==> config.mk <==
export PLATFORM = sky130hd
export DESIGN_NAME = spi_master_top
export DESIGN_NICKNAME = d
export VERILOG_FILES = /design/src/spi_pkg.sv /design/src/spi_xfer_fifo.sv /design/src/spi_host_port.sv /design/src/spi_shift_engine.sv /design/src/spi_master_top.sv
export VERILOG_INCLUDE_DIRS = /design/src /design/src/src
export SDC_FILE = /design/constraint.sdc
export NUM_CORES = 1
export LEC_CHECK = 0
export BUFFER_PORTS_ARGS = -buffer_cell sky130_fd_sc_hd__buf_4
export CAP_MARGIN = 0
export CORE_MARGIN = 2
export CORE_UTILIZATION = 45
export CTS_CLUSTER_SIZE = 40
export DETAILED_ROUTE_END_ITERATION = 7
export SLEW_MARGIN = 20
export SYNTH_ARGS = -nofsm -noshare
export SYNTH_HDL_FRONTEND = slang
export SYNTH_HIERARCHICAL = 1
export SYNTH_SLANG_ARGS = --single-unit
==> constraint.sdc <==
create_clock -name sclk -period 4.3 [get_ports sclk]
set_input_delay 0.43 -clock sclk [delete_from_list [all_inputs] [get_ports sclk]]
set_output_delay 0.43 -clock sclk [all_outputs]
set_load 0.005 [all_outputs]
==> src/spi_defs.svh <==
//----------------------------------------------------------------------
// build-time constants for the spi master
// slave count, fifo depth and spi_clk divider
//----------------------------------------------------------------------
`ifndef SPI_DEFS_SVH
`define SPI_DEFS_SVH

// ---------------------------------------------------------------------
// slave select
// ---------------------------------------------------------------------
// one cs_n line per slave
`define SPI_NUM_SLAVES 4

// ---------------------------------------------------------------------
// buffering and serial clock
// ---------------------------------------------------------------------
// entries per fifo, power of two only
`define SPI_FIFO_DEPTH 4

// sclk cycles per spi_clk half period
`define SPI_CLK_DIV 2

`endif

==> src/spi_pkg.sv <==
//----------------------------------------------------------------------
// shared types for the spi master
// lane mode enum, command and response structs
//----------------------------------------------------------------------
`default_nettype none

`include "spi_defs.svh"

package spi_pkg;

  // slave index width follows the chip select count
  localparam int SPI_SLV_W = $clog2(`SPI_NUM_SLAVES);

  // ---------------------------------------------------------------------
  // lane mode
  // ---------------------------------------------------------------------
  typedef enum logic {
    LANE_SINGLE = 1'b0,
    LANE_QUAD   = 1'b1
  } spi_lane_e;

  // ---------------------------------------------------------------------
  // host side payloads
  // ---------------------------------------------------------------------
  // one transfer request, 11 bits
  typedef struct packed {
    logic [SPI_SLV_W-1:0] slave;
    spi_lane_e            lane;
    logic [7:0]           tx_data;
  } spi_cmd_t;

  // one transfer result, 10 bits
  typedef struct packed {
    logic [SPI_SLV_W-1:0] slave;
    logic [7:0]           rx_data;
  } spi_rsp_t;

endpackage

`default_nettype wire

==> src/spi_xfer_fifo.sv <==
//----------------------------------------------------------------------
// synchronous fifo with valid/ready on both sides
// payload type set per instance
//----------------------------------------------------------------------
`default_nettype none

`include "spi_defs.svh"

module spi_xfer_fifo #(
  parameter type item_t = logic [7:0]
) (
  input  wire logic  sclk,
  input  wire logic  rst_n,
  input  wire item_t in_data,
  input  wire logic  in_valid,
  output logic       in_ready,
  output item_t      out_data,
  output logic       out_valid,
  input  wire logic  out_ready
);

  localparam int DEPTH = `SPI_FIFO_DEPTH;
  // depth is a power of two so pointers wrap by themselves
  localparam int PTR_W = $clog2(DEPTH);

  item_t            mem [DEPTH];
  logic [PTR_W-1:0] wr_ptr;
  logic [PTR_W-1:0] rd_ptr;
  logic [PTR_W:0]   count;
  logic             push;
  logic             pop;

  // ---------------------------------------------------------------------
  // handshake
  // ---------------------------------------------------------------------
  assign in_ready  = (count != (PTR_W + 1)'(DEPTH));
  assign out_valid = (count != '0);
  assign push      = in_valid && in_ready;
  assign pop       = out_valid && out_ready;

  // head entry, visible the cycle after its push
  assign out_data = mem[rd_ptr];

  // ---------------------------------------------------------------------
  // storage
  // ---------------------------------------------------------------------
  always_ff @(posedge sclk) begin
    if (push) mem[wr_ptr] <= in_data;
  end

  // ---------------------------------------------------------------------
  // pointers and occupancy
  // ---------------------------------------------------------------------
  always_ff @(posedge sclk or negedge rst_n) begin
    if (!rst_n) begin
      wr_ptr <= '0;
      rd_ptr <= '0;
      count  <= '0;
    end else begin
      if (push) wr_ptr <= wr_ptr + 1'b1;
      if (pop) rd_ptr <= rd_ptr + 1'b1;
      // simultaneous push and pop leaves count alone
      case ({push, pop})
        2'b10:   count <= count + 1'b1;
        2'b01:   count <= count - 1'b1;
        default: count <= count;
      endcase
    end
  end

endmodule

`default_nettype wire

==> src/spi_host_port.sv <==
//----------------------------------------------------------------------
// host port of the spi master
// four-phase req/ack on the host side, valid/ready to the fifos
//----------------------------------------------------------------------
`default_nettype none

module spi_host_port (
  input  wire  logic              sclk,
  input  wire  logic              rst_n,
  input  wire  spi_pkg::spi_cmd_t cmd,
  input  wire  logic              cmd_req,
  output logic                    cmd_ack,
  output spi_pkg::spi_rsp_t       rsp,
  output logic                    rsp_req,
  input  wire  logic              rsp_ack,
  output spi_pkg::spi_cmd_t       push_data,
  output logic                    push_valid,
  input  wire  logic              push_ready,
  input  wire  spi_pkg::spi_rsp_t pop_data,
  input  wire  logic              pop_valid,
  output logic                    pop_ready
);
  import spi_pkg::*;

  typedef enum logic {CMD_IDLE, CMD_WAIT} cmd_state_e;
  typedef enum logic [1:0] {RSP_IDLE, RSP_REQ, RSP_DROP} rsp_state_e;

  cmd_state_e cmd_state;
  rsp_state_e rsp_state;
  spi_rsp_t   rsp_q;

  // ---------------------------------------------------------------------
  // command side
  // ---------------------------------------------------------------------
  // host holds cmd stable while req is high
  assign push_data  = cmd;
  // one push per req phase, only from idle
  assign push_valid = cmd_req && (cmd_state == CMD_IDLE);
  // ack follows the push, drops once req is gone
  assign cmd_ack    = (cmd_state == CMD_WAIT);

  always_ff @(posedge sclk or negedge rst_n) begin
    if (!rst_n) begin
      cmd_state <= CMD_IDLE;
    end else if (cmd_state == CMD_IDLE) begin
      // full fifo keeps us here, ack withheld
      if (push_valid && push_ready) cmd_state <= CMD_WAIT;
    end else begin
      if (!cmd_req) cmd_state <= CMD_IDLE;
    end
  end

  // ---------------------------------------------------------------------
  // response side
  // ---------------------------------------------------------------------
  assign pop_ready = (rsp_state == RSP_IDLE);
  assign rsp_req   = (rsp_state == RSP_REQ);
  assign rsp       = rsp_q;

  always_ff @(posedge sclk or negedge rst_n) begin
    if (!rst_n) begin
      rsp_state <= RSP_IDLE;
    end else begin
      case (rsp_state)
        RSP_IDLE: if (pop_valid) rsp_state <= RSP_REQ;
        RSP_REQ:  if (rsp_ack) rsp_state <= RSP_DROP;
        // wait for host to release ack before next pop
        RSP_DROP: if (!rsp_ack) rsp_state <= RSP_IDLE;
        default:  rsp_state <= RSP_IDLE;
      endcase
    end
  end

  // held for the whole handshake
  always_ff @(posedge sclk) begin
    if (pop_valid && pop_ready) rsp_q <= pop_data;
  end

endmodule

`default_nettype wire

==> src/spi_shift_engine.sv <==
//----------------------------------------------------------------------
// spi mode 0 shift engine
// spi_clk and chip select generation, one byte per command
// single lane or quad lane shifting, response push at end
//----------------------------------------------------------------------
`default_nettype none

`include "spi_defs.svh"

module spi_shift_engine (
  input  wire  logic                      sclk,
  input  wire  logic                      rst_n,
  input  wire  spi_pkg::spi_cmd_t         cmd_data,
  input  wire  logic                      cmd_valid,
  output logic                            cmd_ready,
  output spi_pkg::spi_rsp_t               rsp_data,
  output logic                            rsp_valid,
  input  wire  logic                      rsp_ready,
  output logic [`SPI_NUM_SLAVES-1:0]      cs_n,
  output logic                            spi_clk,
  output logic [3:0]                      mosi,
  input  wire  logic [3:0]                miso
);
  import spi_pkg::*;

  localparam int NUM_SLV = `SPI_NUM_SLAVES;
  localparam int CLK_DIV = `SPI_CLK_DIV;
  localparam int DIV_W   = $clog2(CLK_DIV + 1);

  typedef enum logic [1:0] {ST_IDLE, ST_SHIFT, ST_DONE} state_e;

  state_e               state;
  logic [DIV_W-1:0]     div_cnt;
  // spi_clk edges still to go, 16 single or 4 quad
  logic [4:0]           edges_left;
  logic [SPI_SLV_W-1:0] slave_q;
  spi_lane_e            lane_q;
  logic [7:0]           tx_q;
  logic [7:0]           rx_q;
  logic                 pop;
  logic                 half_done;
  logic                 last_edge;

  // ---------------------------------------------------------------------
  // handshakes
  // ---------------------------------------------------------------------
  // only take a command when the result has somewhere to go
  assign cmd_ready = (state == ST_IDLE) && rsp_ready;
  assign pop       = cmd_valid && cmd_ready;
  assign rsp_valid = (state == ST_DONE);
  assign rsp_data  = '{slave: slave_q, rx_data: rx_q};

  // end of a half period, spi_clk toggles here
  assign half_done = (state == ST_SHIFT) && (div_cnt == DIV_W'(CLK_DIV - 1));
  // final toggle is always a falling edge
  assign last_edge = half_done && (edges_left == 5'd1);

  // ---------------------------------------------------------------------
  // fsm
  // ---------------------------------------------------------------------
  always_ff @(posedge sclk or negedge rst_n) begin
    if (!rst_n) begin
      state <= ST_IDLE;
    end else begin
      case (state)
        ST_IDLE:  if (pop) state <= ST_SHIFT;
        ST_SHIFT: if (last_edge) state <= ST_DONE;
        // push cycle, then one idle cycle before next pop
        ST_DONE:  if (rsp_ready) state <= ST_IDLE;
        default:  state <= ST_IDLE;
      endcase
    end
  end

  // ---------------------------------------------------------------------
  // pins and divider
  // ---------------------------------------------------------------------
  always_ff @(posedge sclk or negedge rst_n) begin
    if (!rst_n) begin
      cs_n       <= '1;
      spi_clk    <= 1'b0;
      mosi       <= '0;
      div_cnt    <= '0;
      edges_left <= '0;
    end else if (pop) begin
      // select goes low, first bits set up with it
      cs_n       <= ~(NUM_SLV'(1) << cmd_data.slave);
      spi_clk    <= 1'b0;
      div_cnt    <= '0;
      if (cmd_data.lane == LANE_QUAD) begin
        edges_left <= 5'd4;
        mosi       <= cmd_data.tx_data[7:4];
      end else begin
        edges_left <= 5'd16;
        mosi       <= {3'b000, cmd_data.tx_data[7]};
      end
    end else if (half_done) begin
      div_cnt    <= '0;
      spi_clk    <= ~spi_clk;
      edges_left <= edges_left - 1'b1;
      if (last_edge) begin
        // deselect right on the last falling edge
        cs_n <= '1;
        mosi <= '0;
      end else if (spi_clk) begin
        // falling edge, next bits from the shifter
        if (lane_q == LANE_QUAD) mosi <= tx_q[3:0];
        else mosi <= {3'b000, tx_q[6]};
      end
    end else if (state == ST_SHIFT) begin
      div_cnt <= div_cnt + 1'b1;
    end
  end

  // ---------------------------------------------------------------------
  // shift registers
  // ---------------------------------------------------------------------
  always_ff @(posedge sclk) begin
    if (pop) begin
      slave_q <= cmd_data.slave;
      lane_q  <= cmd_data.lane;
      tx_q    <= cmd_data.tx_data;
    end else if (half_done) begin
      if (!spi_clk) begin
        // rising edge, sample miso msb first
        if (lane_q == LANE_QUAD) rx_q <= {rx_q[3:0], miso};
        else rx_q <= {rx_q[6:0], miso[0]};
      end else begin
        // falling edge, drop the bits just sent
        if (lane_q == LANE_QUAD) tx_q <= {tx_q[3:0], 4'h0};
        else tx_q <= {tx_q[6:0], 1'b0};
      end
    end
  end

endmodule

`default_nettype wire

==> src/spi_master_top.sv <==
//----------------------------------------------------------------------
// spi master top level
// host port, command and response fifos, shift engine
//----------------------------------------------------------------------
`default_nettype none

`include "spi_defs.svh"

module spi_master_top (
  input  wire  logic                 sclk,
  input  wire  logic                 rst_n,
  input  wire  spi_pkg::spi_cmd_t    cmd,
  input  wire  logic                 cmd_req,
  output logic                       cmd_ack,
  output spi_pkg::spi_rsp_t          rsp,
  output logic                       rsp_req,
  input  wire  logic                 rsp_ack,
  output logic [`SPI_NUM_SLAVES-1:0] cs_n,
  output logic                       spi_clk,
  output logic [3:0]                 mosi,
  input  wire  logic [3:0]           miso
);
  import spi_pkg::*;

  // command path, host port to engine
  spi_cmd_t cmd_push_data;
  logic     cmd_push_valid;
  logic     cmd_push_ready;
  spi_cmd_t cmd_pop_data;
  logic     cmd_pop_valid;
  logic     cmd_pop_ready;
  // response path, engine back to host port
  spi_rsp_t rsp_push_data;
  logic     rsp_push_valid;
  logic     rsp_push_ready;
  spi_rsp_t rsp_pop_data;
  logic     rsp_pop_valid;
  logic     rsp_pop_ready;

  spi_host_port u_host_port (
    .sclk, .rst_n, .cmd, .cmd_req, .cmd_ack, .rsp, .rsp_req, .rsp_ack,
    .push_data (cmd_push_data),  .push_valid (cmd_push_valid), .push_ready (cmd_push_ready),
    .pop_data  (rsp_pop_data),   .pop_valid  (rsp_pop_valid),  .pop_ready  (rsp_pop_ready)
  );

  spi_xfer_fifo #(.item_t(spi_cmd_t)) u_cmd_fifo (
    .sclk, .rst_n,
    .in_data  (cmd_push_data), .in_valid  (cmd_push_valid), .in_ready  (cmd_push_ready),
    .out_data (cmd_pop_data),  .out_valid (cmd_pop_valid),  .out_ready (cmd_pop_ready)
  );

  spi_xfer_fifo #(.item_t(spi_rsp_t)) u_rsp_fifo (
    .sclk, .rst_n,
    .in_data  (rsp_push_data), .in_valid  (rsp_push_valid), .in_ready  (rsp_push_ready),
    .out_data (rsp_pop_data),  .out_valid (rsp_pop_valid),  .out_ready (rsp_pop_ready)
  );

  spi_shift_engine u_shift_engine (
    .sclk, .rst_n, .cs_n, .spi_clk, .mosi, .miso,
    .cmd_data (cmd_pop_data),  .cmd_valid (cmd_pop_valid),  .cmd_ready (cmd_pop_ready),
    .rsp_data (rsp_push_data), .rsp_valid (rsp_push_valid), .rsp_ready (rsp_push_ready)
  );

endmodule

`default_nettype wire

* Yosys cells after proc, flatten, opt, wreduce, memory -nomap -nowiden
Memories as Yosys holds them, arrays and structs flattened. A register that Yosys moved wholly into a read port is not among the register bits.
Index checks and enable logic that the tools add are counted.
** Cells by class
- Add/subtract/negate cells :: 10
- Multiply operators :: 0
- Divide/modulo/power cells :: 0
- Magnitude comparators :: 0
- Eq/ne operators :: 18
- Shifts and indexed selects :: 1
- Mux-type cells :: 38
- Bitwise logic cells :: 4
- Reductions and logical operators :: 25
** Operators with widths (number)
- $mux 4 :: 9
- $mux 7 :: 4
- $mux 2 :: 9
- $mux 5 :: 3
- $pmux 2 s3 :: 2
- $pmux 3 s2 :: 2
- $reduce_bool 3->1 :: 4
- $add 2x1->2 const B :: 5
- $eq 2x1->1 const B :: 5
- $reduce_bool 2->1 :: 5
- $reduce_and 3->1 :: 3
- $eq 2x2->1 const B :: 4
- $logic_and 1x1->1 :: 8
- $mux 1 :: 8
- $mux 8 :: 1
- $add 3x1->3 const B :: 2
- $ne 2x1->1 const B :: 3
- $ne 2x2->1 const B :: 3
- $ne 3x3->1 const B :: 2
- $reduce_and 2->1 :: 3
- $sub 3x1->3 const B :: 2
- $eq 5x1->1 const B :: 1
- $sub 5x1->5 const B :: 1
- $logic_not 2->1 :: 2
- other kinds (3) :: 5
** Storage, ports and cells
- Register bits after elaboration :: 53
- Bits in latches :: 0
- Bits in writable memories :: 84
- Memory bits (read-only) :: 0
- Output and inout port bits :: 21
- Logic and storage cells :: 116
- Memories :: 2
** Memories
- u_cmd_fifo.mem :: words 4, width 11, rd ports 1, clocked after Yosys merged registers in 0, wr ports 1, line spi_xfer_fifo.sv:26 : item_t mem [DEPTH];
- u_rsp_fifo.mem :: words 4, width 10, rd ports 1, clocked after Yosys merged registers in 1, wr ports 1, line spi_xfer_fifo.sv:26

* Logic depth before layout (Yosys ltp)
- Depth after elaboration :: 6
- Depth in mapped cells :: 10
- Depth with buffers taken out :: 10

* Hierarchy
Netlist, hierarchy kept.
** By module, submodules not included
- spi_xfer_fifo at u_cmd_fifo :: times used 1, cells each 94, area each 2014.4 um^2, seq. area each 1496.4 um^2
- spi_xfer_fifo at u_rsp_fifo :: times used 1, cells each 89, area each 1866.8 um^2, seq. area each 1376.3 um^2
- spi_shift_engine :: times used 1, cells each 133, area each 1654.1 um^2, seq. area each 996.0 um^2
- spi_host_port :: times used 1, cells each 33, area each 514.2 um^2, seq. area each 375.4 um^2

* Worst setup path before layout
Ideal clock, no wire load.
- Path kind :: register -> register
- From :: reg u_rsp_fifo.count[2]
- To :: reg u_cmd_fifo.count[2]
- Setup time :: 79 ps
- Arrival time :: 2011 ps
- Required time :: 4221 ps
- Setup slack :: 2210 ps
- Cell stages (with the launch flop) :: 10
- Buffers on the path :: 0
- Clock period less this slack :: 2090 ps
- Cell sequence :: dfrtp_1 -> or3b_4 -> nor3b_4 -> o31a_2 -> ha_1 -> inv_1 -> fa_1 -> xor2_1 -> nor2_1 -> xor2_1
** On the way
- Longest elaborated chain between the ends :: 5
- Elaborated cells on any way between the ends :: 7
** Ends and longest elaborated chain
- start: declaration :: line spi_xfer_fifo.sv:29 : logic [PTR_W:0] count;
- start signal: assignment :: line spi_xfer_fifo.sv:64 : 2'b10: count <= count + 1'b1;
- start signal: assignment :: line spi_xfer_fifo.sv:65 : 2'b01: count <= count - 1'b1;
- start signal: assignment :: line spi_xfer_fifo.sv:66 : default: count <= count;
- $ne 3x3->1 * :: line spi_xfer_fifo.sv:36 : assign in_ready = (count != (PTR_W + 1)'(DEPTH));
- net rsp_push_ready :: line spi_master_top.sv:35 : logic rsp_push_ready;
- $logic_and 1x1->1 * :: line spi_shift_engine.sv:48 : assign cmd_ready = (state == ST_IDLE) && rsp_ready;
- net cmd_pop_ready :: line spi_master_top.sv:31 : logic cmd_pop_ready;
- $logic_and 1x1->1 * :: line spi_xfer_fifo.sv:39 : assign pop = out_valid && out_ready;
- net u_cmd_fifo.pop :: line spi_xfer_fifo.sv:31 : logic pop;
- $eq 2x1->1 or $eq 2x2->1 (tied branches) :: line spi_xfer_fifo.sv:63 : case ({push, pop})
- $pmux 3 s2 or $reduce_bool 2->1 (tied branches)
- end signal: assignment :: line spi_xfer_fifo.sv:64
- end signal: assignment :: line spi_xfer_fifo.sv:65
- end signal: assignment :: line spi_xfer_fifo.sv:66
- end: declaration :: line spi_xfer_fifo.sv:29
Mark *: on every way through the listed nets, which the timed path passes. The rest lies on a longest branch.
A chain may end at the register's enable or synchronous reset.

* Worst setup path after layout
- From :: reg u_rsp_fifo.count[0]
- To :: reg u_shift_engine.mosi[3]
** On the way
- Longest elaborated chain between the ends :: 5
- Elaborated cells on any way between the ends :: 7
** Ends and longest elaborated chain
- $ne 3x3->1 * :: line spi_xfer_fifo.sv:36
- net rsp_push_ready :: line spi_master_top.sv:35
- $logic_and 1x1->1 * :: line spi_shift_engine.sv:48
- net cmd_pop_ready :: line spi_master_top.sv:31
- $logic_and 1x1->1 * :: line spi_shift_engine.sv:49 : assign pop = cmd_valid && cmd_ready;
- $reduce_bool 3->1 (no source line) or $reduce_bool 2->1 (tied branches)
- $reduce_and 2->1 (no source line)
- end signal: assignment :: line spi_shift_engine.sv:92 : mosi <= cmd_data.tx_data[7:4];
- end signal: assignment :: line spi_shift_engine.sv:95 : mosi <= {3'b000, cmd_data.tx_data[7]};
- end signal: assignment :: line spi_shift_engine.sv:107 : if (lane_q == LANE_QUAD) mosi <= tx_q[3:0];
- end: declaration :: line spi_shift_engine.sv:21 : output logic [3:0] mosi,
Marks and branches as above.

==> flow_summary.ini <==
[run_status]
outcome = completed

[die]
die_x_um = 120
rows = 42
start_util_pct = 45.9
dieHeight_um = 120
io_pins = 40
core_um2 = 13200
die_area_um2 = 14400

[worst_setup_path]
r2r_setup_slack_ps = 1970
rr_worst_depth = 7
critPathArrivalTime_ps = 2630
crit_fanout = 26
r2r_start = u_rsp_fifo/count[0]$_DFFE_PN0P_
crit_chain = or3b_4, nor3b_4, nand2_4, clkinv_2, and2_1, a32o_1, mux2_2
path_class = register to register
crit_path_end_kind = register
critical_path_required_ps = 4600
slowest_stage = or3b_4
start_kind = register
regToRegEndpoint = u_shift_engine/mosi[3]$_DFFE_PN0P_
critPathMaxStageDelay_ps = 420

[placement]
postPlaceCellArea_um2 = 6430
post-dp-hpwl_um = 6520
io_buffers = 39
gp_congestion = 0.762

[clocking]
clock_latency_ps = 410
htree_num_levels = 4
cts_tree = yes
numCtsBuffers = 17
postCtsResizedCells = 0
clockRootBuffer = clkbuf_16
clock-sinks = 147
clkTransAtPathRegs_ps = 60
clk_path_buf_depth = 2

[finish]
final_area_um2 = 7060
fill_cells = 1052
seqCellArea_um2 = 4240
fin_nets = 421
drive_above_1_share_pct = 30.2
multi_input_area_um2 = 1620
antennaDiodeCount = 0
area.growth.synth_to_final_pct = 16.8

[sta]
timing.fmax_mhz = 430
fin_setup_tns_ps = 0
hold_ws_ps = 193
max_slew.worst_pin.slew_ps = 767
rsz0062_at_grt = no
slew_headroom_pct = 48.9
skew_ps = 11.4
fin_crit_ps = 2330
hold_viol = 0
slew_violations = 0
setup_violations = 0
fin_crit_sh_pct = 54.1

[logic_synthesis]
synth_flop_cell = edfxtp_1
synth.avg_cell_area_um2 = 17.3
syn_area_um2 = 6050
ys_ff_latch = 147
syn_nets = 382
seq_area_frac_synth_pct = 70.2
synth_most_common_cell = edfxtp_1
synth_largest_area_cell = edfxtp_1
synth-edff-count = 112
synthArstFlopShare_pct = 23.8
yosys_warnings = 6
synth.distinct_cells = 48
synth_top_area_share_pct = 55.6
ys_top_cells_by_count = 112 x edfxtp_1, 31 x dfrtp_1, 21 x mux4_2
synthTopCellsByArea = edfxtp_1 56%, dfrtp_1 13%, mux4_2 7.8%
syn_inst = 349

[detailed_routing]
routed_wl_um = 9770
firstDrtPassIters = 6
via_count = 2906
detail-route-antenna-nets = 0
wl_per_cell_um = 16.9
vias_per_cell = 5.04
drt_iter0_drc = 303
drc = 0

[pwr]
p_per_area_nw_per_um2 = 729
total_power_w = 0.00515
p_leak_nw = 2.63
ir_worst_vdd_mv = 0.421

[hold_path]
hold_start = miso[0]
hold_depth = 1
hold_class = input port to register
min_to = u_shift_engine/rx_q[0]$_DFFE_PP_

[global_route]
track_usage_pct = 15.0
gr-total-overflow = 0
grt_max_degree = 36
grt_pass1_wl_um = 15800
grt_pass1_vias = 3029
antenna_found_initial = 0

[job]
maxCapViolCount = 0
==> power breakdown <==
| group | leakage [nW] | switching [W] | internal [W] |
|---|---|---|---|
| clock network | 0.303 | 0.000529 | 0.00101 |
| registers | 1.44 | 0.000344 | 0.00199 |
| logic | 0.885 | 0.000583 | 0.000687 |
| total | 2.63 | 0.00146 | 0.00370 |
==> through the flow <==
stage	setup WS, ps	cells	utilization, %
after floorplan	2210	349	-
after detailed placement	1980	544	48.8
after CTS	1970	577	53.6
final	1970	577	53.6
after global routing	1820	577	53.6
after global placement	2010	544	48.8
==> registers in the layout, summed over array words and instances, names as in the netlist <==
name	count
u_cmd_fifo/count	3
u_cmd_fifo/mem	44
u_cmd_fifo/rd_ptr	2
u_cmd_fifo/wr_ptr	2
u_host_port/cmd_ack	1
u_host_port/rsp	10
u_host_port/rsp_state	2
u_rsp_fifo/count	3
u_rsp_fifo/mem	40
u_rsp_fifo/rd_ptr	2
u_rsp_fifo/wr_ptr	2
u_shift_engine/cs_n	4
u_shift_engine/div_cnt	2
u_shift_engine/edges_left	5
u_shift_engine/lane_q	1
u_shift_engine/mosi	4
u_shift_engine/rx_q	8
u_shift_engine/slave_q	2
u_shift_engine/spi_clk	1
u_shift_engine/state	2
u_shift_engine/tx_q	7
==> layout by cell type (no fill, tap or decap), drive strengths merged, types with 2 or more instances in the layout <==
cell type    n
ha          12
inv         15
or3b         2
a21oi        2
nor2b        3
nor3b        2
mux2        13
fa           2
a32o         3
bufinv       5
and3         9
edfxtp     112
or3          2
clkbuf      18
nand2b       4
nand3        2
clkinv      10
o21a         2
o21ai       11
mux4        21
dfrtp       31
xnor2        9
buf         39
xor2         6
dfstp        4
mux2i        7
nand2       21
and2         6
nor2        13
==> metal layers <==
metal	GRT usage, %	wire [um]	vias to the layer above
met5	0	0	-
met4	5.51	74	0
met3	4.85	332	6
met2	24.1	5010	54
met1	19.0	4360	1459
li1	-	-	1387
==> final cells by class <==
| class | count | share of cell area (%) |
|---|---|---|
| repair buffers | 40 | 4.29 |
| flip-flops and latches | 147 | 60.1 |
| multi-input cells | 166 | 22.9 |
| clock buffers | 18 | 6.08 |
| well taps | 176 | 3.12 |
| clock inverters | 14 | 2.71 |
| inverters | 16 | 0.868 |
==> cell families after synthesis <==
group,after synthesis,share of synthesized area [%]
AOI/OAI and AO/OA,27,3.02
xor gates and xnor gates,15,2.17
adders and majority gates,14,3.14
buffers and inverters,36,3.14
DFF,147,70.2
muxes,41,11.5
and+or+nand+nor,69,6.85
==> worst max path at each step <==
| stage | slack, ps | from | endpoint |
|---|---|---|---|
| final | 1970 | u_rsp_fifo/count[0]$_DFFE_PN0P_ | u_shift_engine/mosi[3]$_DFFE_PN0P_ |
| after global routing | 1820 | u_rsp_fifo/count[0]$_DFFE_PN0P_ | u_shift_engine/mosi[3]$_DFFE_PN0P_ |
| after CTS | 1970 | u_rsp_fifo/count[0]$_DFFE_PN0P_ | u_shift_engine/mosi[3]$_DFFE_PN0P_ |
| after detailed placement | 1980 | u_rsp_fifo/count[0]$_DFFE_PN0P_ | u_shift_engine/mosi[2]$_DFFE_PN0P_ |
| after global placement | 2010 | u_cmd_fifo/rd_ptr[0]$_DFFE_PN0P_ | u_shift_engine/mosi[3]$_DFFE_PN0P_ |
| after floorplan | 2210 | u_rsp_fifo/count[2]$_DFFE_PN0P_ | u_cmd_fifo/count[2]$_DFFE_PN0P_ |
==> what timing repair did <==
item,CTS,global route
endpoints found under the setup margin,0,0
hold buffers,1,0
hold endpoints to repair,31,0
setup buffers,0,0
==> critical path, delay by kind of cell, from the launching register on <==
family / cells / cell delay (ps)
buffers and inverters: 1 / 300
DFF: 1 / 410
and+or+nand+nor: 4 / 1040
AOI/OAI and AO/OA: 1 / 210
muxes: 1 / 260
Note: power is estimated with default switching activity, not from simulation.
